## config.mk

```make
export PLATFORM = sky130hd
export DESIGN_NAME = mapper_config
export DESIGN_NICKNAME = d
export VERILOG_FILES = /design/src/hdl/cart_pkg.sv /design/src/hdl/mapper_config.sv
export VERILOG_INCLUDE_DIRS = /design/src /design/src/include
export SDC_FILE = /design/constraint.sdc
export NUM_CORES = 1
export LEC_CHECK = 0
export ABC_AREA = 1
export BUFFER_PORTS_ARGS = -buffer_cell sky130_fd_sc_hd__buf_2
export CAP_MARGIN = 20
export CELL_PAD_IN_SITES_DETAIL_PLACEMENT = 0
export CELL_PAD_IN_SITES_GLOBAL_PLACEMENT = 2
export CORE_UTILIZATION = 12
export CTS_CLUSTER_DIAMETER = 200
export CTS_CLUSTER_SIZE = 16
export DETAILED_ROUTE_END_ITERATION = 12
export GPL_TIMING_DRIVEN = 1
export PLACE_DENSITY_LB_ADDON = 0.1
export SYNTH_ARGS = -nofsm -noshare
export SYNTH_HDL_FRONTEND = slang
export SYNTH_SLANG_ARGS = --single-unit
```

## constraint.sdc

```tcl
create_clock -name clk108_w -period 0.85 [get_ports clk108_w]
set_clock_uncertainty 0.15 [all_clocks]
set_input_delay 0.17 -clock clk108_w [delete_from_list [all_inputs] [get_ports clk108_w]]
set_output_delay 0.17 -clock clk108_w [all_outputs]
set_load 0.005 [all_outputs]
```

## src/include/cart_defs.svh

```systemverilog
`ifndef CART_DEFS_SVH
`define CART_DEFS_SVH

////////////////////////////////////////////////////////////
// sd control window, memory mapped in the primary slot
////////////////////////////////////////////////////////////

`define SDC_ENABLE      16'h7E00    // bit 0 enables the window
`define SDC_CMD         16'h7E01    // command byte, sticky bits
`define SDC_STATUS      16'h7E02
`define SDC_SADDR       16'h7E03    // four sector bytes, lsb first
`define SDC_END         16'h7EFF

// mapper type select, i/o space
`define MAPPER_PORT     8'h8F

// command byte layout
`define CMD_RSTART_BIT  0
`define CMD_WSTART_BIT  1
`define CMD_INIT_BIT    7

// flops per pin before capture
`define SYNC_STAGES     2

// bus widths
`define ADDR_W          16
`define DATA_W          8
`define SECTOR_W        32
`define MAPPER_W        2

`endif

```

## src/hdl/cart_pkg.sv

```systemverilog
`include "cart_defs.svh"

package cart_pkg;

    typedef logic [`ADDR_W-1:0]   addr_t;     // z80 address
    typedef logic [`DATA_W-1:0]   data_t;
    typedef logic [`SECTOR_W-1:0] sector_t;   // sd block number

    // 0 konami, 1 konami scc+, 2 ascii16, 3 ascii8
    typedef logic [`MAPPER_W-1:0] mapper_t;

    ////////////////////////////////////////////////////////////
    // dot sequencer, one full round is eight clk108 cycles
    ////////////////////////////////////////////////////////////
    typedef enum logic [2:0] {
        LO_SEL,     // point mux at a0-a7
        LO_CAP,
        HI_SEL,     // a8-a15
        HI_CAP,
        CTL_SEL,    // merq, iorq, m1
        CTL_CAP,
        IDLE_SEL,   // mux off
        IDLE_WAIT
    } dot_phase_e;

endpackage

```

## src/hdl/mapper_config.sv

```systemverilog
`include "cart_defs.svh"

module mapper_config (
    input  logic              clk108_w,
    input  logic              ram_enabled_w,
    input  cart_pkg::addr_t   addr,
    input  cart_pkg::data_t   wdata,
    input  logic              io_wr,
    output cart_pkg::mapper_t mapper_type,
    output logic              scc_enable
);
    logic port_hit;

    assign port_hit = io_wr && (addr[7:0] == `MAPPER_PORT);   // only a0-a7 decode on i/o

    always_ff @(posedge clk108_w or negedge ram_enabled_w) begin
        if (!ram_enabled_w) begin
            mapper_type <= 2'd0;    // konami, no scc
            scc_enable  <= 1'b0;
        end else if (port_hit) begin
            scc_enable <= 1'b0;
            case (wdata)
                8'h05: begin
                    mapper_type <= 2'd1;    // konami scc+
                    scc_enable  <= 1'b1;
                end
                8'h16:   mapper_type <= 2'd2;   // ascii16
                8'h08:   mapper_type <= 2'd3;   // ascii8
                default: mapper_type <= 2'd0;
            endcase
        end
    end

endmodule

```

==> Implementation_results.wiki <==
{| class="wikitable"
! Metric !! Value
|-
| Source-to-sink clock delay at the later pin of the worst-skew pair || 0.23 ns
|-
| Worst path top cell family by delay || flip-flops
|-
| Post-synth cell types || 9
|-
| Clock tree from TritonCTS || yes
|-
| Ordered list of cells on the worst path || buf_2
|-
| Startpoint type of the worst setup path || flip-flop
|-
| Pre-antenna DRT Iters || 3
|-
| Clock-pin transition on the worst setup and hold timing paths || 0.04 ns
|-
| Overall die width || 49.9 um
|-
| Normalized max-slew margin || 84.7%
|-
| Crit path time final || 1.07 ns
|-
| Portion of the clock cycle consumed by the worst path in the final layout || 126%
|-
| Detailed Route WL || 731 um
|-
| Largest stage delay on the critical path || 0.38 ns
|-
| Area growth syn-to-layout || 77.3%
|-
| Global-route wire length before repair || 1150 um
|-
| Routability Congestion || 0.628
|-
| Pins over their slew limit || 0
|-
| Worst reg-to-reg setup slack || -0.02 ns
|-
| Worst r2r dst || mapper_type[1]$_DFFE_PN0P_
|-
| Final ANT Viol Nets || 0
|-
| Initial antenna violation count || 0
|-
| Final hold slack || 0.106 ns
|-
| Routed wire per std cell || 6.90 um
|-
| Leakage power total || 0.313 nW
|-
| Dpl cells || 98
|-
| Number of max-capacitance violations reported || 0
|-
| Worst voltage drop across the vdd grid || 474 uV
|-
| Vertical die dimension || 49.9 um
|-
| Class of the most critical setup path || flip-flop to output port
|-
| Tightest Pin Transition || 0.229 ns
|-
| Number of vias after detailed routing || 365
|-
| Required time of the critical path || 0.53 ns
|-
| HPWL reported at the end of detailed placement || 594 um
|-
| Via count of the first global-routing pass || 309
|-
| Fraction of synthesized cell area taken by the top area cell type || 34.1%
|-
| Highest fanout seen on the critical path || 2
|-
| Flip-flop and latch count after synthesis || 3
|-
| Data arrival time of the critical path || 0.75 ns
|-
| Number of clock sinks || 3
|-
| Cell accounting for the most synthesized area || sky130_fd_sc_hd__nand2_1
|-
| Area of the die || 2490 sq um
|-
| Post-Syn Area || 275 sq um
|-
| Unrepaired setup endpoints after global routing || yes
|-
| Post-route worst setup slack || -0.217 ns
|-
| CTS H-tree lvls || 1
|-
| Violated checks || setup timing
|-
| Worst hold-check path type || input pin to async pin
|-
| Synth top area cells || sky130_fd_sc_hd__nand2_1 (34%), sky130_fd_sc_hd__dfrtp_1 (27%), sky130_fd_sc_hd__inv_1 (14%)
|-
| Number of warnings printed during yosys synthesis || 0
|-
| Worst path slowest cell || sky130_fd_sc_hd__dfrtp_1
|-
| Number of vias per cell || 3.44
|-
| Ys async rst share || 100%
|-
| List of most frequent post-synthesis cells || sky130_fd_sc_hd__nand2_1 (25), sky130_fd_sc_hd__inv_1 (10), sky130_fd_sc_hd__nor2_1 (4), sky130_fd_sc_hd__dfrtp_1 (3), sky130_fd_sc_hd__nor2_2 (3)
|-
| Most frequently used cell type in the post-synthesis netlist || sky130_fd_sc_hd__nand2_1
|-
| Startpoint of the most critical register-to-register path || mapper_type[1]$_DFFE_PN0P_
|-
| Total DRC errors in the routed layout || 0
|-
| Run status || complete, but fails checks
|-
| Finish-stage setup viols || 6
|-
| Endpoints failing hold || 0
|-
| Final layout net count || 107
|-
| Proportion of layout cells with a drive suffix above 1 || 46.8%
|-
| Antenna fix cells || 0
|-
| Effective utilization at floorplan || 13.3%
|-
| Total grt overflow || 0
|-
| Worst Reg2Reg Path Length in Cells || 3
|-
| Final core area utilization || 23.7%
|-
| Root buf cell || sky130_fd_sc_hd__clkbuf_4
|-
| Rows || 16
|-
| Post-synth top flop || sky130_fd_sc_hd__dfrtp_1
|-
| I/O Buffers || 21
|-
| Mean post-synth cell area || 5.51 sq um
|-
| Nets in the synthesized netlist || 77
|-
| I/O Pins || 30
|-
| Maximum clock path buffer count || 2
|-
| Sort of element at the end of the critical path || output port
|-
| Crit path depth || 1
|-
| Power per cell area || 1000 nW/um^2
|-
| GRT Overall Usage || 6.31%
|-
| Gate count after technology mapping || 50
|-
| Drt first-iter violations || 3
|-
| Cell Count, Final, Fillers Out || 106
|-
| Sequential fraction of the synthesis area || 27.3%
|-
| Largest net degree at the start of global routing || 4
|-
| Buffers and inverters on the worst path || 1
|-
| Number of CTS-inserted buffers || 3
|-
| Core Area || 2060 sq um
|-
| Achievable Freq || 937 MHz
|-
| Post-synth EDFFs || 0
|}
-- cell families after synthesis --
kind of cell	count (synthesis)	share of synthesized area (%)
buffers and inverters	12	16.4
DFF	3	27.3
and+or+nand+nor	35	56.4
-- final cells by class --
| cell class | instances | area, sq um |
|---|---|---|
| fillers | 254 | 1570 |
| multi-input cells | 35 | 163 |
| repair buffers | 25 | 145 |
| flip-flops and latches | 3 | 75.1 |
| inverters | 12 | 45.0 |
| well taps | 27 | 33.8 |
| clock buffers | 4 | 26.3 |
-- how the worst max path moves through the flow --
stage	start	endpoint
3_5_place_dp	addr[5]	mapper_type[1]$_DFFE_PN0P_
5_1_grt	mapper_type[0]$_DFFE_PN0P_	mapper_type[0]
3_3_place_gp	addr[5]	scc_enable$_DFFE_PN0P_
6_report	scc_enable$_DFFE_PN0P_	scc_enable
2_1_floorplan	io_wr	mapper_type[0]$_DFFE_PN0P_
4_1_cts	mapper_type[1]$_DFFE_PN0P_	mapper_type[1]
-- where the power goes --
part / internal, W / switching, W
combinational: 0.0000461 / 0.0000439
clock: 0.000176 / 0.0000799
sequential: 0.000144 / 0.0000000984
-- layout by cell type, fill, tap and decap left out --
cell	instances
sky130_fd_sc_hd__nand4_1	1
sky130_fd_sc_hd__nor2_4	1
sky130_fd_sc_hd__nand2_1	22
sky130_fd_sc_hd__buf_6	2
sky130_fd_sc_hd__dfrtp_1	3
sky130_fd_sc_hd__nor2_1	4
sky130_fd_sc_hd__buf_4	1
sky130_fd_sc_hd__nand2_2	3
sky130_fd_sc_hd__buf_2	21
sky130_fd_sc_hd__clkbuf_1	1
sky130_fd_sc_hd__inv_2	2
sky130_fd_sc_hd__inv_1	10
sky130_fd_sc_hd__clkbuf_4	3
sky130_fd_sc_hd__dlygate4sd3_1	1
sky130_fd_sc_hd__nor2_2	3
sky130_fd_sc_hd__nand3_2	1
-- metrics by stage --
| step | setup slack [ns] | setup TNS, ns | power [W] | area [sq um] |
|---|---|---|---|---|
| 2_1_floorplan | 0.0317 | 0 | 0.000181 | 275 |
| 3_3_place_gp | -0.175 | -0.523 | 0.000232 | 414 |
| 4_1_cts | -0.214 | -0.607 | 0.000497 | 465 |
| 6_report | -0.217 | -0.665 | 0.000490 | 488 |
| 5_1_grt | -0.248 | -0.877 | 0.000537 | 488 |
| 3_5_place_dp | -0.145 | -0.426 | 0.000233 | 414 |
-- state kept, by name, summed over array words and instances (netlist names) --
| signal | count |
|---|---|
| mapper_type | 2 |
| scc_enable | 1 |
-- metal layers --
metal  global-route usage [%]  part of all wire (%)  up-vias
met1                     6.57                    44      149
met3                     4.94                   9.8        0
met4                        0                     0        0
met2                     10.6                    46       18
li1                         -                     -      198
met5                        0                     0        -
-- timing repair --
item	CTS	global route
hold buffers	1	0
setup endpoints to repair	3	5
pin swaps	2	3
setup buffers	2	3
gates cloned	0	0
resized for setup	0	5
hold endpoints to repair	3	0
(Power assumes the default switching activity.)
