## src/include/cart_defs.svh

```systemverilog
`ifndef CART_DEFS_SVH
`define CART_DEFS_SVH

////////////////////////////////////////////////////////////
// sd control window, memory mapped in the primary slot
////////////////////////////////////////////////////////////

`define SDC_ENABLE      16'h7E00    // bit 0 enables the window
`define SDC_CMD         16'h7E01    // command byte, sticky bits
`define SDC_STATUS      16'h7E02
`define SDC_SADDR       16'h7E03    // four sector bytes, lsb first
`define SDC_END         16'h7EFF

// mapper type select, i/o space
`define MAPPER_PORT     8'h8F

// command byte layout
`define CMD_RSTART_BIT  0
`define CMD_WSTART_BIT  1
`define CMD_INIT_BIT    7

// flops per pin before capture
`define SYNC_STAGES     2

// bus widths
`define ADDR_W          16
`define DATA_W          8
`define SECTOR_W        32
`define MAPPER_W        2

`endif

```

## src/hdl/cart_pkg.sv

```systemverilog
`include "cart_defs.svh"

package cart_pkg;

    typedef logic [`ADDR_W-1:0]   addr_t;     // z80 address
    typedef logic [`DATA_W-1:0]   data_t;
    typedef logic [`SECTOR_W-1:0] sector_t;   // sd block number

    // 0 konami, 1 konami scc+, 2 ascii16, 3 ascii8
    typedef logic [`MAPPER_W-1:0] mapper_t;

    ////////////////////////////////////////////////////////////
    // dot sequencer, one full round is eight clk108 cycles
    ////////////////////////////////////////////////////////////
    typedef enum logic [2:0] {
        LO_SEL,     // point mux at a0-a7
        LO_CAP,
        HI_SEL,     // a8-a15
        HI_CAP,
        CTL_SEL,    // merq, iorq, m1
        CTL_CAP,
        IDLE_SEL,   // mux off
        IDLE_WAIT
    } dot_phase_e;

endpackage

```

## src/hdl/bus_response.sv

```systemverilog
module bus_response (
    input  logic            clk108_w,
    input  logic            ram_enabled_w,
    input  logic            slot_rd,
    input  logic            rd_hit,
    input  cart_pkg::data_t rd_data,
    output cart_pkg::data_t cd_out,
    output logic            datadir
);

    ////////////////////////////////////////////////////////////
    // data toward the host
    ////////////////////////////////////////////////////////////

    // last byte read stays on the pins
    always_ff @(posedge clk108_w) begin
        if (rd_hit) begin
            cd_out <= rd_data;
        end
    end

    // low drives cd toward the z80
    always_ff @(posedge clk108_w or negedge ram_enabled_w) begin
        if (!ram_enabled_w) begin
            datadir <= 1'b1;
        end else begin
            datadir <= !slot_rd;
        end
    end

    // the board only turns the buffer around for a slot read
    a_dir_slot: assert property (@(posedge clk108_w) disable iff (!ram_enabled_w)
        !datadir |-> $past(slot_rd));

endmodule

```

## config.mk

```make
export PLATFORM = sky130hd
export DESIGN_NAME = bus_response
export DESIGN_NICKNAME = d
export VERILOG_FILES = /design/src/hdl/cart_pkg.sv /design/src/hdl/bus_response.sv
export VERILOG_INCLUDE_DIRS = /design/src /design/src/include
export SDC_FILE = /design/constraint.sdc
export NUM_CORES = 1
export LEC_CHECK = 0
export BUFFER_PORTS_ARGS = -buffer_cell sky130_fd_sc_hd__buf_2
export CORE_AREA = 2 2 39 41
export DETAILED_ROUTE_END_ITERATION = 12
export DIE_AREA = 0 0 41 43
export GPL_TIMING_DRIVEN = 1
export PLACE_DENSITY = 0.5
export SKIP_CTS_REPAIR_TIMING = 1
export SYNTH_ARGS = -nofsm -noshare
export SYNTH_HDL_FRONTEND = slang
export SYNTH_SLANG_ARGS = --single-unit
```

## constraint.sdc

```tcl
create_clock -name clk108_w -period 0.8 [get_ports clk108_w]
set_clock_uncertainty 0.15 [all_clocks]
set_input_delay 0.12 -clock clk108_w [delete_from_list [all_inputs] [get_ports clk108_w]]
set_output_delay 0.12 -clock clk108_w [all_outputs]
set_load 0.05 [all_outputs]
```

==> impl_results.md, run 1 <==
* CTS root buf: clkbuf_4
* # IOs at 21
* Warnings, synthesis at 0
* RePlAce Congestion at 0.5223
* Worst-path cell chain: buf_6
* Core box area at 0.001384 mm²
* Multi-input logic cell count at 0
* Crit path DAT at 930 ps
* Post-route setup slack at -400.8 ps
* Worst-path fanout max at 1
* Via count at between 150 and 200
* Post-Synthesis Mean Instance Area at 27.03 µm²
* Max Cap Violations at 0
* Top cell type's share of synthesized area at 88.89%
* Final net count at ~50
* Leading post-synthesis cells by cell area: edfxtp_1 (89%), dfstp_2 (9.7%), inv_1 (1.4%)
* PwrDens at 2300 mW/mm²
* Layout cells sized above 1 at 66.67%
* Maximum vdd drop at ~680 µV
* H-tree levels at 1
* Slowest stage delay, CP at 530 ps
* Drt pass-1 iters at 1
* Post-synthesis sequential area ratio at a little over nine tenths
* Crit path buf inv count at 1
* CTS buffer count at 3
* Die W at 41 µm
* Number of diodes at 0
* Crit start category: flop
* Number of buffers added on ports at 20
* Clk slew on worst S/H paths at roughly 60 ps
* Netlist cell types at 3
* Global-route wire length before repair at 738 µm
* Failing checks: negative hold slack, negative setup slack
* Crit. End Element: primary output
* Logic pwr share at 21.0%
* Most frequent cells in the layout: buf_2 (11), buf_6 (9), edfxtp_1 (8), clkbuf_4 (3), dlygate4sd3_1 (2)
* Initial antenna violation count at 0
* DP Area at 390.4 µm²
* Cells after Synth at 10
* Hold slack at -105.8 ps
* Most common cell after layout, fill and taps aside: buf_2
* RSZ-0062 raised after global routing: yes
* Filler cells at 142
* Period utilization at 150.1%
* Slew Viols, Final at 0
* CTS Sinks at 9
* WL final at ~460 µm
* Largest net degree at the start of global routing at 9
* Vias in the first global route at 201
* Routed len/inst at roughly 8.9 µm
* P_int at ~0.83 mW
* Crit path kind: reg -> out
* Sequential power share at between 50% and 60%
* Required @ worst endpoint at ~530 ps
* Clk network pwr share at ~29%
* CTS max path bufs at 2
* Worst hold path class: in -> reg
* Multi-input combinational cell area at 0 µm²
* GRT Total Usage at under 10%
* GRT Residual Overflow at 0
* Initial core utilization at 19.53%
* LEAKAGE at 0.2152 nW
* Slowest CP cell: dfstp_2
* Psw at 0.2996 mW
* DRC viols at 0
* Post-synthesis register bit count at 9
* Hold Startpoint: rd_data[4]
* FMAX at 832.8 MHz
* Die area at roughly 0.0018 mm²
* Slew HR at between 80% and 90%
* Area grow syn2layout at 82.41%
* Syn_nets at 22
* ANT nets after route at 0
* Iteration-0 DRC Markers at 0
* Worst slew pin tran at 169.0 ps
* Largest area contributor in the netlist: edfxtp_1
* Vias per inst at 3.538
* CTS tree: yes
* Final min period at 1201 ps
* Crit path from: datadir$_DFF_PN1_
* Synth Cell Area at 270.3 µm²
* FP Rows at 14
* Kind of cell adding the most delay to the critical path: flip-flops
* Final Setup Violations at 9
* Net Sw Frac at a little over a quarter
* Flip-flop and latch area at 266.5 µm²
* Run status: finished with violations
* DIE HEIGHT at 43 µm
* Post-route cell area at 493.0 µm²
* Final hold violations at 8
==> flip-flops by register name, summed over array words and instances (netlist names) <==
register / flops
cd_out: 8
datadir: 1
==> through the flow <==
stage | instances | setup slack, ps | setup TNS [ps] | total power, mW | util, %
after global routing | 52 | -429.8 | -2744 | 1.185 | 35.62
after CTS | 50 | -502.9 | -2881 | 1.097 | 30.11
after detailed placement | 46 | -219.7 | -376.1 | 0.7607 | 28.21
final | 52 | -400.8 | -2452 | 1.134 | 35.62
after floorplan | 10 | -125.5 | -690.4 | 0.7001 | -
after global placement | 46 | -212.9 | -342.4 | 0.7579 | 28.21
==> cell usage after synthesis (all sizes together) <==
| cell type | count |
|---|---|
| dfstp | 1 |
| inv | 1 |
| edfxtp | 8 |
==> layout make-up <==
class,instances,share of cell area [%]
sequential,9,54.06
clock buffer,4,5.330
tap,16,4.061
inverter,1,0.7614
timing repair buffer,22,35.79
==> power groups by stage <==
stage | combinational [mW] | clock, mW | sequential (mW)
detailed placement | 0.191 | 0 | 0.569
CTS | 0.191 | 0.345 | 0.560
finish | 0.238 | 0.327 | 0.569
floorplan | 0.000910 | 0 | 0.699
global placement | 0.190 | 0 | 0.568
global route | 0.248 | 0.366 | 0.571
==> cells by family (layout without fill, tap and decap cells) <==
group,count (synthesis),count (layout),share of synthesized area (%)
flops,9,9,98.61
buf+inv,1,27,1.388
==> final timing paths <==
check	end	slack (ps)	cells past startpoint
min in group asynchronous	datadir$_DFF_PN1_	180	2
hold / removal	cd_out[4]$_DFFE_PP_	-110	1
max in group asynchronous	datadir$_DFF_PN1_	300	2
setup / recovery	datadir	-400	1
==> per-layer routing <==
layer	routed length (µm)	GRT usage (%)	share of wire, %
met3	48	3.665	10
met2	280	10.00	61
met4	8	10.00	1.7
met1	123	5.085	27
met5	0	0	0
Power figures use the tool's default switching activity.
==> inputs of run 2 (changes only) <==
--- a/config.mk
+++ b/config.mk
@@ -8,10 +8,11 @@
 export LEC_CHECK = 0
 export BUFFER_PORTS_ARGS = -buffer_cell sky130_fd_sc_hd__buf_2
 export CORE_AREA = 2 2 39 41
+export CTS_CLUSTER_DIAMETER = 30
 export DETAILED_ROUTE_END_ITERATION = 12
 export DIE_AREA = 0 0 41 43
 export GPL_TIMING_DRIVEN = 1
-export PLACE_DENSITY = 0.5
+export PLACE_DENSITY = 0.54
 export SKIP_CTS_REPAIR_TIMING = 1
 export SYNTH_ARGS = -nofsm -noshare
 export SYNTH_HDL_FRONTEND = slang
==> constraint.sdc (replaced) <==
create_clock -name clk108_w -period 0.8 [get_ports clk108_w]
set_clock_uncertainty 0.15 [all_clocks]
set_input_delay 0.04 -clock clk108_w [delete_from_list [all_inputs] [get_ports clk108_w]]
set_output_delay 0.04 -clock clk108_w [all_outputs]
set_load 0.05 [all_outputs]
==> impl_results.md, run 2 (synthesized netlist as in run 1, its figures left out) <==
* Area grow syn2layout at 83.80% (was 82.41%)
* Sink of the worst hold path: cd_out[6]$_DFFE_PP_ (was cd_out[4]$_DFFE_PP_)
* Hold slack at -189.9 ps (was -105.8 ps)
* PwrDens at 2308 mW/mm² (was 2300 mW/mm²)
* Pwr Total at 1.147 mW (was 1.134 mW)
* Core box area at 0.001384 mm² (unchanged)
* Initial core utilization at 19.53% (unchanged)
* Slew HR at 88.15% (was 88.73%)
* Crit start category: flop (unchanged)
* Initial antenna violation count at 0 (unchanged)
* # IOs at 21 (unchanged)
* Drt pass-1 iters at 2 (was 1)
* Die area at 0.001763 mm² (unchanged)
* Post-Route Setup TNS at -1817 ps (was -2452 ps)
* Largest registers: cd_out (8), datadir (1) (unchanged)
* GRT Residual Overflow at 0 (unchanged)
* Via count at 190 (was 184)
* DRC viols at 0 (unchanged)
* Crit path DAT at 920 ps (was 930 ps)
* Max FFs per register at 8 (unchanged)
* Final min period at 1114 ps (was 1201 ps)
* Final Setup Violations at 9 (unchanged)
* Period utilization at 139.2% (was 150.1%)
* LEAKAGE at 0.2166 nW (was 0.2152 nW)
* Worst-path cell chain: buf_8 (was buf_6)
* Most common cell after layout, fill and taps aside: buf_2 (unchanged)
* Worst Hold Depth at 1 (unchanged)
* RePlAce Congestion at 0.6134 (was 0.5223)
* Placement Setup Slack at -132.0 ps (was -219.7 ps)
* Global-route wire length before repair at 703 µm (was 738 µm)
* GRT Total Usage at 6.728% (was 7.041%)
* Hold Startpoint: rd_data[6] (was rd_data[4])
* Vias in the first global route at 175 (was 201)
* Maximum vdd drop at 886.5 µV (was 684.5 µV)
* Largest net degree at the start of global routing at 9 (unchanged)
* CTS tree: yes (unchanged)
* Layout cells sized above 1 at 66.67% (unchanged)
* FP Rows at 14 (unchanged)
* Required @ worst endpoint at 610 ps (was 530 ps)
* Final net count at 49 (unchanged)
* Final hold violations at 16 (was 8)
* DIE HEIGHT at 43 µm (unchanged)
* WL final at 509 µm (was 461 µm)
* Die W at 41 µm (unchanged)
* Run status: finished with violations (unchanged)
* Crit path buf inv count at 1 (unchanged)
* Multi-input logic cell count at 0 (unchanged)
* Reg with most FFs: cd_out (unchanged)
* Routed len/inst at 9.788 µm (was 8.865 µm)
* Multi-input combinational cell area at 0 µm² (unchanged)
* Post-route setup slack at -313.9 ps (was -400.8 ps)
* Worst slew pin tran at 177.7 ps (was 169.0 ps)
* Slew Viols, Final at 0 (unchanged)
* CTS buffer count at 3 (unchanged)
* Final core occ at 35.90% (was 35.62%)
* CTS max path bufs at 2 (unchanged)
* FMAX at 897.8 MHz (was 832.8 MHz)
* Failing checks: negative hold slack, negative setup slack (unchanged)
* Number of buffers added on ports at 20 (unchanged)
* Number of diodes at 0 (unchanged)
* Iteration-0 DRC Markers at 5 (was 0)
* RSZ-0062 raised after global routing: yes (unchanged)
* ANT nets after route at 0 (unchanged)
* Slowest stage delay, CP at 530 ps (about the same)
* Clk slew on worst S/H paths at 60 ps (about the same)
* Worst-path fanout max at 1 (unchanged)
* Most frequent cells in the layout: buf_2 (11), edfxtp_1 (8), buf_6 (8), clkbuf_4 (3), dlygate4sd3_1 (2) (was buf_2 (11), buf_6 (9), edfxtp_1 (8), clkbuf_4 (3), dlygate4sd3_1 (2))
* Slowest CP cell: dfstp_2 (unchanged)
* Worst hold path class: in -> reg (unchanged)
* H-tree levels at 1 (unchanged)
* Max Cap Violations at 0 (unchanged)
* Kind of cell adding the most delay to the critical path: flip-flops (unchanged)
* CTS Sinks at 9 (unchanged)
* Crit. End Element: primary output (unchanged)
* Crit path kind: reg -> out (unchanged)
* CTS root buf: clkbuf_4 (unchanged)
* Vias per inst at 3.654 (was 3.538)
[run 2: cell counts in the layout (fill, tap and decap cells not counted)]
No cell type changed its count.
[run 2: area by class of cell]
type | instances | area (µm²)
clock buffers | 4 | 26.28
fillers | 127 | 887.1
inverters | 1 | 3.754
flip-flops and latches | 9 | 266.5
well taps | 16 | 20.02
repair buffers | 22 | 180.2
[run 2: where the power goes]
group / leakage, nW / switching, mW / internal (mW)
Sequential: 0.0888 / 0.0161 / 0.555
Clock: 0.0150 / 0.143 / 0.191
Combinational: 0.113 / 0.150 / 0.0911
Total: 0.217 / 0.310 / 0.837
[run 2: routing by layer]
| metal | GRT usage, % | up-vias | share of wire, % |
|---|---|---|---|
| met5 | 0 | - | 0 |
| met4 | 2.000 | 0 | 0 |
| met3 | 8.377 | 0 | 21 |
| met2 | 7.500 | 23 | 35 |
| met1 | 7.770 | 77 | 44 |
| li1 | - | 90 | - |
[run 2: how the worst max path moves through the flow]
stage	startpoint	to	slack, ps	cells past startpoint
global route	datadir$_DFF_PN1_	datadir	-340	1
global placement	datadir$_DFF_PN1_	datadir	-130	1
finish	datadir$_DFF_PN1_	datadir	-310	1
floorplan	datadir$_DFF_PN1_	datadir	-50	0
CTS	datadir$_DFF_PN1_	datadir	-410	1
detailed placement	datadir$_DFF_PN1_	datadir	-130	1
[run 2: metrics by stage]
stage	hold slack, ps	instance area, µm²	cells
final	-189.9	496.7	52
after global routing	-201.8	496.7	52
after CTS	-450.1	416.7	50
after detailed placement	-175.2	390.4	46
after global placement	-176.3	390.4	46
after floorplan	-257.8	270.3	10
