`src/include/cart_defs.svh`:
```
`ifndef CART_DEFS_SVH
`define CART_DEFS_SVH

////////////////////////////////////////////////////////////
// sd control window, memory mapped in the primary slot
////////////////////////////////////////////////////////////

`define SDC_ENABLE      16'h7E00    // bit 0 enables the window
`define SDC_CMD         16'h7E01    // command byte, sticky bits
`define SDC_STATUS      16'h7E02
`define SDC_SADDR       16'h7E03    // four sector bytes, lsb first
`define SDC_END         16'h7EFF

// mapper type select, i/o space
`define MAPPER_PORT     8'h8F

// command byte layout
`define CMD_RSTART_BIT  0
`define CMD_WSTART_BIT  1
`define CMD_INIT_BIT    7

// flops per pin before capture
`define SYNC_STAGES     2

// bus widths
`define ADDR_W          16
`define DATA_W          8
`define SECTOR_W        32
`define MAPPER_W        2

`endif

```
`src/hdl/cart_pkg.sv`:
```
`include "cart_defs.svh"

package cart_pkg;

    typedef logic [`ADDR_W-1:0]   addr_t;     // z80 address
    typedef logic [`DATA_W-1:0]   data_t;
    typedef logic [`SECTOR_W-1:0] sector_t;   // sd block number

    // 0 konami, 1 konami scc+, 2 ascii16, 3 ascii8
    typedef logic [`MAPPER_W-1:0] mapper_t;

    ////////////////////////////////////////////////////////////
    // dot sequencer, one full round is eight clk108 cycles
    ////////////////////////////////////////////////////////////
    typedef enum logic [2:0] {
        LO_SEL,     // point mux at a0-a7
        LO_CAP,
        HI_SEL,     // a8-a15
        HI_CAP,
        CTL_SEL,    // merq, iorq, m1
        CTL_CAP,
        IDLE_SEL,   // mux off
        IDLE_WAIT
    } dot_phase_e;

endpackage

```
`src/hdl/sd_ctrl_regs.sv`:
```
`include "cart_defs.svh"

module sd_ctrl_regs (
    input  logic              clk108_w,
    input  logic              ram_enabled_w,
    input  cart_pkg::addr_t   addr,
    input  cart_pkg::data_t   wdata,
    input  logic              mem_wr,
    input  logic              mem_rd,
    input  logic              sd_done,
    input  logic              sd_busy,
    input  logic              sd_crc_error,
    input  logic              sd_timeout_error,
    output logic              sd_rstart,
    output logic              sd_wstart,
    output logic              sd_init,
    output cart_pkg::sector_t sd_sector,
    output logic              rd_hit,
    output cart_pkg::data_t   rd_data
);
    logic sd_en;
    logic in_win;
    logic wr_ok;
    logic cmd_wr;

    assign in_win = (addr >= `SDC_ENABLE) && (addr <= `SDC_END);
    assign wr_ok  = mem_wr && sd_en && in_win;
    assign cmd_wr = wr_ok && (addr == `SDC_CMD);

    // enable is reachable even with the window closed
    always_ff @(posedge clk108_w or negedge ram_enabled_w) begin
        if (!ram_enabled_w) begin
            sd_en <= 1'b0;
        end else if (mem_wr && addr == `SDC_ENABLE) begin
            sd_en <= wdata[0];
        end
    end

    ////////////////////////////////////////////////////////////
    // command strobes and sector number
    ////////////////////////////////////////////////////////////
    always_ff @(posedge clk108_w or negedge ram_enabled_w) begin
        if (!ram_enabled_w) begin
            sd_rstart <= 1'b0;
            sd_wstart <= 1'b0;
            sd_init   <= 1'b0;
            sd_sector <= '0;
        end else begin
            if (sd_done) begin
                sd_rstart <= 1'b0;
                sd_wstart <= 1'b0;
            end
            if (cmd_wr) begin   // newly set bits beat the done clear
                sd_rstart <= (sd_rstart && !sd_done) || wdata[`CMD_RSTART_BIT];
                sd_wstart <= (sd_wstart && !sd_done) || wdata[`CMD_WSTART_BIT];
                sd_init   <= sd_init   | wdata[`CMD_INIT_BIT];
            end
            if (wr_ok) begin
                case (addr)
                    `SDC_SADDR:         sd_sector[7:0]   <= wdata;
                    `SDC_SADDR + 16'd1: sd_sector[15:8]  <= wdata;
                    `SDC_SADDR + 16'd2: sd_sector[23:16] <= wdata;
                    `SDC_SADDR + 16'd3: sd_sector[31:24] <= wdata;
                    default:            sd_sector        <= sd_sector;
                endcase
            end
        end
    end

    // read back, sector bytes and card id fall to ffh
    always_comb begin
        case (addr)
            `SDC_ENABLE: rd_data = {7'b0, sd_en};
            `SDC_STATUS: rd_data = {sd_busy, 5'b0, sd_timeout_error, sd_crc_error};
            default:     rd_data = 8'hFF;
        endcase
    end

    assign rd_hit = mem_rd && sd_en && in_win;

    // a done pulse always wins unless the host rearms the read in the same cycle
    a_rstart_done: assert property (@(posedge clk108_w) disable iff (!ram_enabled_w)
        (sd_done && !(cmd_wr && wdata[`CMD_RSTART_BIT])) |=> !sd_rstart);

endmodule

```
`config.mk`:
```
export PLATFORM = sky130hd
export DESIGN_NAME = sd_ctrl_regs
export DESIGN_NICKNAME = d
export VERILOG_FILES = /design/src/hdl/cart_pkg.sv /design/src/hdl/sd_ctrl_regs.sv
export VERILOG_INCLUDE_DIRS = /design/src /design/src/include
export SDC_FILE = /design/constraint.sdc
export NUM_CORES = 1
export LEC_CHECK = 0
export BUFFER_PORTS_ARGS = -buffer_cell sky130_fd_sc_hd__buf_2
export CELL_PAD_IN_SITES_DETAIL_PLACEMENT = 2
export CELL_PAD_IN_SITES_GLOBAL_PLACEMENT = 2
export CORE_MARGIN = 2
export CORE_UTILIZATION = 31
export DETAILED_ROUTE_END_ITERATION = 10
export PLACE_DENSITY = 0.89
export REMOVE_ABC_BUFFERS = 1
export SLEW_MARGIN = 20
export SYNTH_ARGS = -nofsm -noshare
export SYNTH_HDL_FRONTEND = slang
export SYNTH_SLANG_ARGS = --single-unit
```
`constraint.sdc`:
```
create_clock -name clk108_w -period 4.1 [get_ports clk108_w]
set_input_delay 0.82 -clock clk108_w [delete_from_list [all_inputs] [get_ports clk108_w]]
set_output_delay 0.82 -clock clk108_w [all_outputs]
set_load 0.01 [all_outputs]
```
==> results.txt, run 1 <==
----------------------------------------------------
[Outcome]
  Result of the run ... completed

[Yosys]
  Post-Synthesis Cells ... between 100 and 150
  Number of flip-flops and latches in the synthesized netlist ... 36
  XOR/XNOR share of the synthesized area ... 0%
  Mean cell area of the mapped netlist ... about 15 sq um
  Synth Area in Simple Gates ... a little under an eighth
  Number of warnings reported in the yosys synthesis log ... 0
  Mux share of post-synthesis cell area ... 25.22%
  Part of the Yosys area used for sequential elements ... 56.56%
  Adder-cell share of the synthesized area ... 0%
  Compound-cell area share of the yosys netlist ... approximately 3%
  Count of different cell masters after synthesis ... 26
  Post-Synthesis Cell Area ... ~0.0016 sq mm
  Main combinational cell family by area after synthesis ... multiplexers

[Timing]
  Worst-Margin Slew ... slightly above 0.8 ns
  Slew margin rel. ... roughly 46%
  RSZ-0062 raised after global routing ... false
  Maximum clock frequency ... 339.9 MHz
  Clock period minus final worst setup slack ... slightly below 3 ns
  Setup clock skew after layout ... roughly 0.0046 ns
  # setup viols final ... 0
  Final-layout setup total negative slack ... 0 ns
  Slew Limit Fails ... 0
  Final cycle utilization of the critical path ... 71.76%
  Final hold violation count ... 0

[Die]
  Core Rows ... 26
  Horizontal extent of the die ... between 70 and 80 um
  Core ar. ... between 0.005 and 0.006 sq mm
  Top-level I/O count ... 76
  Effective utilization at floorplan ... between 30% and 40%
  Die height ... between 70 and 80 um
  Area of the die ... approximately 0.0057 sq mm

[Clock tree]
  Cts hold-fix bufs ... 0
  Max Buffers Root-to-Sink ... 2
  Number of buffers created by CTS ... 5
  Clock tree from TritonCTS ... done
  # clock sinks ... 36
  CTS H-tree lvls ... 2
  Number of post-CTS setup repair buffers ... 0
  Worst-skew pair later-pin latency ... between 0.2 and 0.3 ns
  Clock root buffer ... sky130_fd_sc_hd__clkbuf_8
  Clock-pin transition on the worst setup and hold timing paths ... about 0.08 ns
  Post-CTS Resized ... 0

[Global routing]
  Combined global-route utilization of all metal layers ... about 16%
  Maximum number of pins on one net before global-route repair ... 37
  Met3 Resource Use GR ... approximately 4.6%
  GR met1 Demand/Resource ... 19.66%
  Wire length of the first global-routing pass ... 6720 um
  Number of antenna violations at the first check in global routing ... 0
  Number of global-route vias before repair ... approximately 1,300
  GR met2 Demand/Resource ... between 20 and 30%
  Total congestion overflow ... 0
  Busiest layer in global routing ... met2

[Power]
  Leak ... between 1 and 1.5 nW
  Total chip power ... 0.6568 mW
  Largest voltage drop on the vdd net ... 0.0001643 V
  Power density over the cells ... about 310 mW/mm^2

[Place]
  Count of port buffers added during placement ... 75
  HPWL after DPL ... 3269 um
  Routability cong. ... between 0.7 and 0.8

[Route]
  Number of DRC markers after the initial detailed-route iteration ... 20
  Average wire length per cell after detail routing ... approximately 17 um
  DRC violations left ... 0
  Average via count per standard cell ... ~4.7
  Count of TritonRoute iterations in the first routing pass ... 3
  Total detailed-routing wirelength ... ~4400 um
  DRT antenna net count ... 0
  Total vias in the final route ... 1,190

[Worst setup path]
  CP required ... about 3.3 ns
  Max FO, Critical Path ... 9
  Worst-path cell with the longest stage delay ... sky130_fd_sc_hd__nor4_4
  Crit start category ... input pin
  Series of cell instances along the critical path ... buf_2 > nor4_4 > nand4_1 > a211o_1 > buf_2
  Type of the worst setup path ... in2out
  Buffer and inverter count on the worst path ... 2
  Most Frequent Cell on Critical Path ... sky130_fd_sc_hd__buf_2
  Data arrival time of the critical path ... 2.12 ns
  Kind of capture point of the worst setup path ... output pin
  Family of cells with the greatest summed delay on the critical path ... simple AND/OR/NAND/NOR gates
  Max stage delay on crit path ... between 0.3 and 0.4 ns

[Cells and area]
  Layout cells sized above 1 ... 65.22%
  Most frequent standard cell in the layout excluding fill and tap cells ... sky130_fd_sc_hd__buf_2
  Count of fill cells added during filler insertion ... 540
  Synth-to-Final Area Change ... 31.89%
  Antenna cells ... 0
  Nets@finish ... ~220
  Commonest cells after routing, fill and taps aside ... sky130_fd_sc_hd__buf_2 (75), sky130_fd_sc_hd__dfrtp_1 (36), sky130_fd_sc_hd__mux2_2 (25)

[Min path]
  Tightest Hold Check Type ... reg2reg

[Flow run]
  Max-cap check violation count ... 0

----------------------------------------------------
-- per-layer routing --
metal / routed length [um] / share of wire (%)
met5: 0 / 0
met4: 38 / 0.87
met3: 278 / 6.3
met2: 2230 / 51
met1: 1843 / 42
-- kinds of logic (layout without fill, tap and decap cells) --
| family | Yosys count | count (layout) |
|---|---|---|
| buffers and inverters | 8 | 84 |
| DFF | 36 | 36 |
| muxes | 33 | 33 |
| AOI/OAI and AO/OA | 6 | 6 |
| and+or+nand+nor | 25 | 25 |
-- area by class of cell --
type	instances	area, sq um	share of cell area [%]
Tap cell	70	87.58	4.169
Inverter	1	3.754	0.1787
Timing Repair Buffer	75	375.4	17.87
Sequential cell	36	900.9	42.88
Multi-Input combinational cell	64	636.9	30.32
Clock buffer	6	82.58	3.931
Clock inverter	2	13.76	0.6552
-- flip-flops by register name (all words and copies together), names as in the netlist --
register / count
sd_en: 1
sd_init: 1
sd_wstart: 1
sd_rstart: 1
sd_sector: 32
-- stage by stage --
stage / std cells / cell area (sq um) / hold slack [ns] / util, % / setup slack, ns
6_report: 254 / 2101 / 0.4773 / 41.66 / 1.158
5_1_grt: 254 / 2101 / 0.5113 / 41.66 / 1.036
4_1_cts: 254 / 2101 / 0.4832 / 41.66 / 1.132
3_5_place_dp: 246 / 2004 / 0.4627 / 39.75 / 1.137
3_3_place_gp: 246 / 2004 / 0.4369 / 39.75 / 1.160
2_1_floorplan: 101 / 1541 / 0.4932 / - / 0.9975
-- synth_stat cells --
cell                      instances  area (sq um)
sky130_fd_sc_hd__nand2_1          4         15.01
sky130_fd_sc_hd__and3_1           1         6.260
sky130_fd_sc_hd__a22o_1           2         17.52
sky130_fd_sc_hd__buf_6            1         11.26
sky130_fd_sc_hd__and2_1           1         6.260
sky130_fd_sc_hd__a211o_1          1         8.760
sky130_fd_sc_hd__inv_1            1         3.750
sky130_fd_sc_hd__or3b_1           1         8.760
sky130_fd_sc_hd__nand3_1          1         5.000
sky130_fd_sc_hd__and4b_2          1         11.26
sky130_fd_sc_hd__or3_1            1         6.260
sky130_fd_sc_hd__and4_1           2         17.52
sky130_fd_sc_hd__mux2_4           8         120.1
sky130_fd_sc_hd__buf_2            2         10.01
sky130_fd_sc_hd__nor3b_1          3         22.52
sky130_fd_sc_hd__mux2_2          25         281.5
sky130_fd_sc_hd__nor2b_1          1         6.260
sky130_fd_sc_hd__nand2_2          1         6.260
sky130_fd_sc_hd__buf_4            4         30.03
sky130_fd_sc_hd__nor4_4           2         42.54
sky130_fd_sc_hd__a21o_1           3         22.52
sky130_fd_sc_hd__nor2_1           1         3.750
sky130_fd_sc_hd__nor3_1           2         10.01
sky130_fd_sc_hd__nand4_1          2         12.51
sky130_fd_sc_hd__nor4_1           1         6.260
sky130_fd_sc_hd__dfrtp_1         36         900.9
-- worst paths after layout --
kind / from / endpoint / slack [ns] / cells after the start
worst max register to register: sd_en / sd_sector[11] / 2.16 / 4
worst max-delay path: addr[5] / rd_data[0] / 1.16 / 5
worst min register to register: sd_init / sd_init / 0.48 / 1
max in group asynchronous: ram_enabled_w / sd_sector[1] / 2.96 / 1
worst min-delay path: sd_init / sd_init / 0.48 / 1
min in group asynchronous: ram_enabled_w / sd_sector[23] / 0.62 / 1
-- report_power, final --
part | switching (mW) | internal (mW) | total [mW]
Combinational | 0.0209 | 0.0130 | 0.0339
Clock | 0.131 | 0.137 | 0.268
Sequential | 0.00000285 | 0.355 | 0.355
(Power assumes the default switching activity.)
==> run 2, diff against run 1 <==
- CORE_UTILIZATION: 31 -> 29
- PLACE_DENSITY: 0.89 -> 0.84
- clock period: 4.1 -> 3 ns (I/O delays scaled with it)
==> results.txt, run 2 (synthesis results as in run 1) <==
----------------------------------------------------
[Cells and area]
  Post-Route Utilization ... 40.72%
  Commonest cells after routing, fill and taps aside ... sky130_fd_sc_hd__buf_2 (75), sky130_fd_sc_hd__dfrtp_1 (36), sky130_fd_sc_hd__mux2_2 (25)
  Flip-flop count of the largest register after layout ... 32
  Nets@finish ... approximately 220
  Synth-to-Final Area Change ... 33.07%
  Antenna cells ... 0
  Count of fill cells added during filler insertion ... 571
  Area taken by flip-flops and latches ... ~900 sq um
  Most frequent standard cell in the layout excluding fill and tap cells ... sky130_fd_sc_hd__buf_2
  Multi-input gate area ... between 600 and 700 sq um
  Largest reg by FF count ... sd_sector
  Layout cells sized above 1 ... roughly 65%

[Clock tree]
  Cts hold-fix bufs ... 0
  Number of post-CTS setup repair buffers ... 0
  Number of buffers created by CTS ... 5
  Worst-skew pair later-pin latency ... 0.29 ns
  CTS H-tree lvls ... 2
  Clock-pin transition on the worst setup and hold timing paths ... 0.07 ns
  # clock sinks ... 36
  Post-CTS Resized ... 0
  Clock tree from TritonCTS ... done
  Clock root buffer ... sky130_fd_sc_hd__clkbuf_8
  Max Buffers Root-to-Sink ... 2

[Place]
  HPWL after DPL ... slightly above 3000 um
  Routability cong. ... just over 0.7
  Worst slack, placed ... 0.4380 ns
  Count of port buffers added during placement ... between 70 and 80

[Timing]
  Slew margin rel. ... between 40% and 50%
  Clock period minus final worst setup slack ... around 2.6 ns
  Maximum clock frequency ... slightly below 400 MHz
  Final cycle utilization of the critical path ... 85.27%
  Worst-Margin Slew ... 0.8012 ns
  # setup viols final ... 0
  Final-layout setup total negative slack ... 0 ns
  Setup clock skew after layout ... about 0.0054 ns
  Final Hold Slack ... about 0.40 ns
  Slew Limit Fails ... 0
  RSZ-0062 raised after global routing ... false
  Setup slack after layout ... approximately 0.44 ns
  Final hold violation count ... 0

[Power]
  Clock share of power ... between 40% and 50%
  Share of power burned in registers ... about half
  Switching share of power ... between 20% and 30%
  Largest voltage drop on the vdd net ... between 0.0003 and 0.0004 V
  Power density over the cells ... 447.4 mW/mm^2
  Leak ... 1.196 nW
  Total chip power ... roughly 0.95 mW
  Net switching power figure ... a little under 0.2 mW
  Logic pwr share ... 4.9%
  Internal power contribution ... 0.7495 mW

[Worst setup path]
  Reg2reg start ... sd_en
  CP required ... approximately 2.4 ns
  Depth of the worst register-to-register path ... 4
  Kind of capture point of the worst setup path ... output pin
  CP endpoint ... rd_data[0]
  R2r endpoint ... sd_sector[9]
  Max FO, Critical Path ... 9
  Type of the worst setup path ... in2out
  Data arrival time of the critical path ... just under 2 ns
  Start point of the critical path ... addr[5]
  Register-to-register setup slack ... around 1.1 ns
  Crit start category ... input pin

[Route]
  Average wire length per cell after detail routing ... between 15 and 20 um
  DRC violations left ... 0
  Average via count per standard cell ... about 4.7
  Total detailed-routing wirelength ... 4100 um
  DRT antenna net count ... 0
  Count of TritonRoute iterations in the first routing pass ... 2
  Total vias in the final route ... around 1,200
  Number of DRC markers after the initial detailed-route iteration ... 35

[Die]
  Core ar. ... approximately 0.0052 sq mm
  Effective utilization at floorplan ... roughly 31%
  Horizontal extent of the die ... approximately 78 um
  Top-level I/O count ... 76
  Core Rows ... 26
  Die height ... between 70 and 80 um
  Area of the die ... 0.006101 sq mm

[Global routing]
  Number of global-route vias before repair ... 1,264
  Total congestion overflow ... 0
  Combined global-route utilization of all metal layers ... 13.85%
  Number of antenna violations at the first check in global routing ... 0
  Maximum number of pins on one net before global-route repair ... 37
  Wire length of the first global-routing pass ... about 6500 um
  Busiest layer in global routing ... met2
  Met3 Resource Use GR ... 5.862%
  GR met1 Demand/Resource ... 17.69%
  GR met2 Demand/Resource ... about a fifth

[Outcome]
  Result of the run ... completed

[Min path]
  Tightest Hold Check Type ... in2async

[Flow run]
  Max-cap check violation count ... 0

----------------------------------------------------
-- run 2: cell count changes in the layout (fill, tap and decap cells not counted) --
cell                        delta
sky130_fd_sc_hd__bufinv_16     +1
sky130_fd_sc_hd__clkbuf_8      -1
sky130_fd_sc_hd__inv_6         -1
sky130_fd_sc_hd__clkbuf_1      +1
sky130_fd_sc_hd__buf_4         +1
-- run 2: per-stage QoR --
| stage | instances | area [sq um] |
|---|---|---|
| global placement | 247 | 2012 |
| floorplan | 101 | 1541 |
| CTS | 255 | 2120 |
| finish | 255 | 2120 |
| global route | 255 | 2120 |
| detailed placement | 247 | 2012 |
-- run 2: how the worst min path moves through the flow --
stage                    end  slack [ns]  cells past startpoint
6_report       sd_sector[28]        0.40                      1
5_1_grt        sd_sector[12]        0.47                      1
4_1_cts        sd_sector[22]        0.43                      1
3_5_place_dp         sd_init        0.45                      1
3_3_place_gp         sd_init        0.44                      1
2_1_floorplan          sd_en        0.30                      0
-- run 2: critical path: stages --
cell                      delay (ns)
sky130_fd_sc_hd__buf_2          0.11
sky130_fd_sc_hd__nor4_4         0.37
sky130_fd_sc_hd__nand4_1        0.36
sky130_fd_sc_hd__a211o_1        0.38
sky130_fd_sc_hd__buf_2          0.14
-- run 2: routing by layer --
layer	up-vias	routed length [um]	part of all wire, %
met1	604	1726	42
met2	48	1962	48
li1	540	-	-
met3	4	383	9.3
met5	-	0	0
met4	0	27	0.66
-- run 2: area by class of cell --
class	count	area share, %
clock buffers	6	3.424
clock inverters	2	1.653
inverters	1	0.1771
multi-input cells	64	30.05
flip-flops and latches	36	42.50
well taps	70	4.132
repair buffers	76	18.06
-- run 2: power groups by stage --
stage / combinational, mW / clock [mW] / sequential [mW]
final: 0.0464 / 0.417 / 0.485
after global routing: 0.0531 / 0.448 / 0.485
after CTS: 0.0476 / 0.431 / 0.485
after detailed placement: 0.0476 / 0 / 0.494
after global placement: 0.0459 / 0 / 0.494
after floorplan: 0.00587 / 0 / 0.495
==> run 3, diff against run 2 <==
- GPL_TIMING_DRIVEN: unset -> 0
==> results.txt, run 3 (synthesis results as in run 1) <==
----------------------------------------------------
[Clock tree]
  # clock sinks ... 36
  Number of post-CTS setup repair buffers ... 0
  Number of buffers created by CTS ... 5
  Clock-pin transition on the worst setup and hold timing paths ... approximately 0.080 ns
  Clock root buffer ... sky130_fd_sc_hd__clkbuf_8
  Cts hold-fix bufs ... 0
  CTS H-tree lvls ... 2
  Post-CTS Resized ... 0
  Clock tree from TritonCTS ... done
  Max Buffers Root-to-Sink ... 2
  Worst-skew pair later-pin latency ... about 0.29 ns

[Worst setup path]
  R2r endpoint ... sd_sector[12]
  Max FO, Critical Path ... 9
  Start point of the critical path ... addr[5]
  Crit start category ... input pin
  Series of cell instances along the critical path ... buf_2 > nor4_4 > nand4_1 > a211o_1 > buf_2
  Data arrival time of the critical path ... 1.95 ns
  Worst-path cell with the longest stage delay ... sky130_fd_sc_hd__a211o_1
  Type of the worst setup path ... in2out
  CP required ... about 2.4 ns
  CP endpoint ... rd_data[0]
  Max stage delay on crit path ... about 0.38 ns
  Kind of capture point of the worst setup path ... output pin
  Most Frequent Cell on Critical Path ... sky130_fd_sc_hd__buf_2
  Depth of the worst register-to-register path ... 4
  Reg2reg start ... sd_en
  Register-to-register setup slack ... around 1.1 ns

[Timing]
  Final cycle utilization of the critical path ... between 80% and 90%
  # setup viols final ... 0
  Final-layout setup total negative slack ... 0 ns
  Worst-Margin Slew ... about 0.8 ns
  Slew margin rel. ... 46.86%
  RSZ-0062 raised after global routing ... false
  Clock period minus final worst setup slack ... between 2 and 3 ns
  Setup clock skew after layout ... 0.01022 ns
  Slew Limit Fails ... 0
  Maximum clock frequency ... around 390 MHz
  Final hold violation count ... 0

[Cells and area]
  Flip-flop count of the largest register after layout ... 32
  Count of fill cells added during filler insertion ... roughly 570
  Commonest cells after routing, fill and taps aside ... sky130_fd_sc_hd__buf_2 (75), sky130_fd_sc_hd__dfrtp_1 (36), sky130_fd_sc_hd__mux2_2 (25)
  Post-Route Utilization ... approximately 40%
  Synth-to-Final Area Change ... 31.34%
  Antenna cells ... 0
  Nets@finish ... 215
  Post-Layout Cell Count ... ~250
  Most frequent standard cell in the layout excluding fill and tap cells ... sky130_fd_sc_hd__buf_2
  Layout cells sized above 1 ... about two thirds
  Largest reg by FF count ... sd_sector

[Route]
  DRC violations left ... 0
  Average wire length per cell after detail routing ... roughly 17 um
  Total vias in the final route ... roughly 1,200
  Average via count per standard cell ... 4.622
  Count of TritonRoute iterations in the first routing pass ... 4
  DRT antenna net count ... 0
  Total detailed-routing wirelength ... around 4300 um
  Number of DRC markers after the initial detailed-route iteration ... 29

[Power]
  Power density over the cells ... about 420 mW/mm^2
  Clock share of power ... around 39%
  Largest voltage drop on the vdd net ... about 0.00024 V
  Logic pwr share ... between 5 and 6%
  Net switching power figure ... between 0.2 and 0.25 mW
  Leak ... between 1 and 1.5 nW
  Internal power contribution ... ~0.66 mW
  Switching share of power ... a little under a quarter
  Share of power burned in registers ... a little under three fifths

[Place]
  Placed insts ... 246
  HPWL after DPL ... between 3000 and 4000 um
  Count of port buffers added during placement ... 75
  Routability cong. ... approximately 0.65

[Min path]
  Tightest Hold Check Type ... in2async

[Die]
  Core Rows ... 26
  Die height ... slightly below 80 um
  Top-level I/O count ... 76
  Area of the die ... between 0.006 and 0.007 sq mm
  Core ar. ... around 0.0052 sq mm
  Effective utilization at floorplan ... roughly 31%
  Horizontal extent of the die ... a little under 80 um

[Flow run]
  Max-cap check violation count ... 0

[Outcome]
  Result of the run ... completed

[Global routing]
  Maximum number of pins on one net before global-route repair ... 37
  Combined global-route utilization of all metal layers ... ~14%
  Number of antenna violations at the first check in global routing ... 0
  Met3 Resource Use GR ... under 10%
  Number of global-route vias before repair ... about 1,300
  Total congestion overflow ... 0
  Wire length of the first global-routing pass ... just under 7000 um
  GR met1 Demand/Resource ... a little under a fifth
  GR met2 Demand/Resource ... a little under a quarter
  Busiest layer in global routing ... met2

----------------------------------------------------
-- run 3: worst max-delay path, delay by kind of cell --
family / cells / cell delay, ns
AOI/OAI and AO/OA: 1 / 0.38
buffers and inverters: 2 / 0.25
and+or+nand+nor: 2 / 0.73
-- run 3: power by group through the flow --
stage                     registers (mW)  clock network, mW  logic [mW]
after floorplan                    0.495                  0     0.00587
after global placement             0.494                  0      0.0454
after detailed placement           0.494                  0      0.0476
after CTS                          0.485              0.352      0.0477
after global routing               0.485              0.371      0.0519
final                              0.485              0.341      0.0461
-- run 3: cell type report --
cell class | instances | area [sq um] | share of cell area, %
Inverter | 1 | 3.754 | 0.1794
Sequential cell | 36 | 900.9 | 43.06
Tap cell | 70 | 87.58 | 4.187
Clock buffer | 5 | 68.82 | 3.289
Timing Repair Buffer | 75 | 375.4 | 17.94
Multi-Input combinational cell | 64 | 636.9 | 30.44
Clock inverter | 3 | 18.77 | 0.8971
-- run 3: worst min path at each step --
stage | slack [ns] | cells past startpoint | to | startpoint
floorplan | 0.30 | 0 | sd_en | ram_enabled_w
global placement | 0.43 | 1 | sd_init | sd_init
detailed placement | 0.46 | 1 | sd_init | sd_init
CTS | 0.42 | 1 | sd_sector[13] | ram_enabled_w
global route | 0.45 | 1 | sd_sector[13] | ram_enabled_w
finish | 0.40 | 1 | sd_sector[4] | ram_enabled_w
-- run 3: stage by stage --
step | worst slack [ns] | hold slack, ns | power (mW) | area (sq um)
final | 0.4459 | 0.3985 | 0.8724 | 2092
after global routing | 0.3436 | 0.4492 | 0.9074 | 2092
after CTS | 0.3918 | 0.4238 | 0.8847 | 2092
after detailed placement | 0.3931 | 0.4579 | 0.5421 | 2004
after global placement | 0.4877 | 0.4328 | 0.5398 | 2004
after floorplan | 0.3375 | 0.3044 | 0.5005 | 1541
-- run 3: per-layer routing --
| layer | routed length (um) | share of wire (%) |
|---|---|---|
| met1 | 1857 | 44 |
| met2 | 2059 | 48 |
| met3 | 305 | 7.2 |
| met4 | 36 | 0.85 |
| met5 | 0 | 0 |
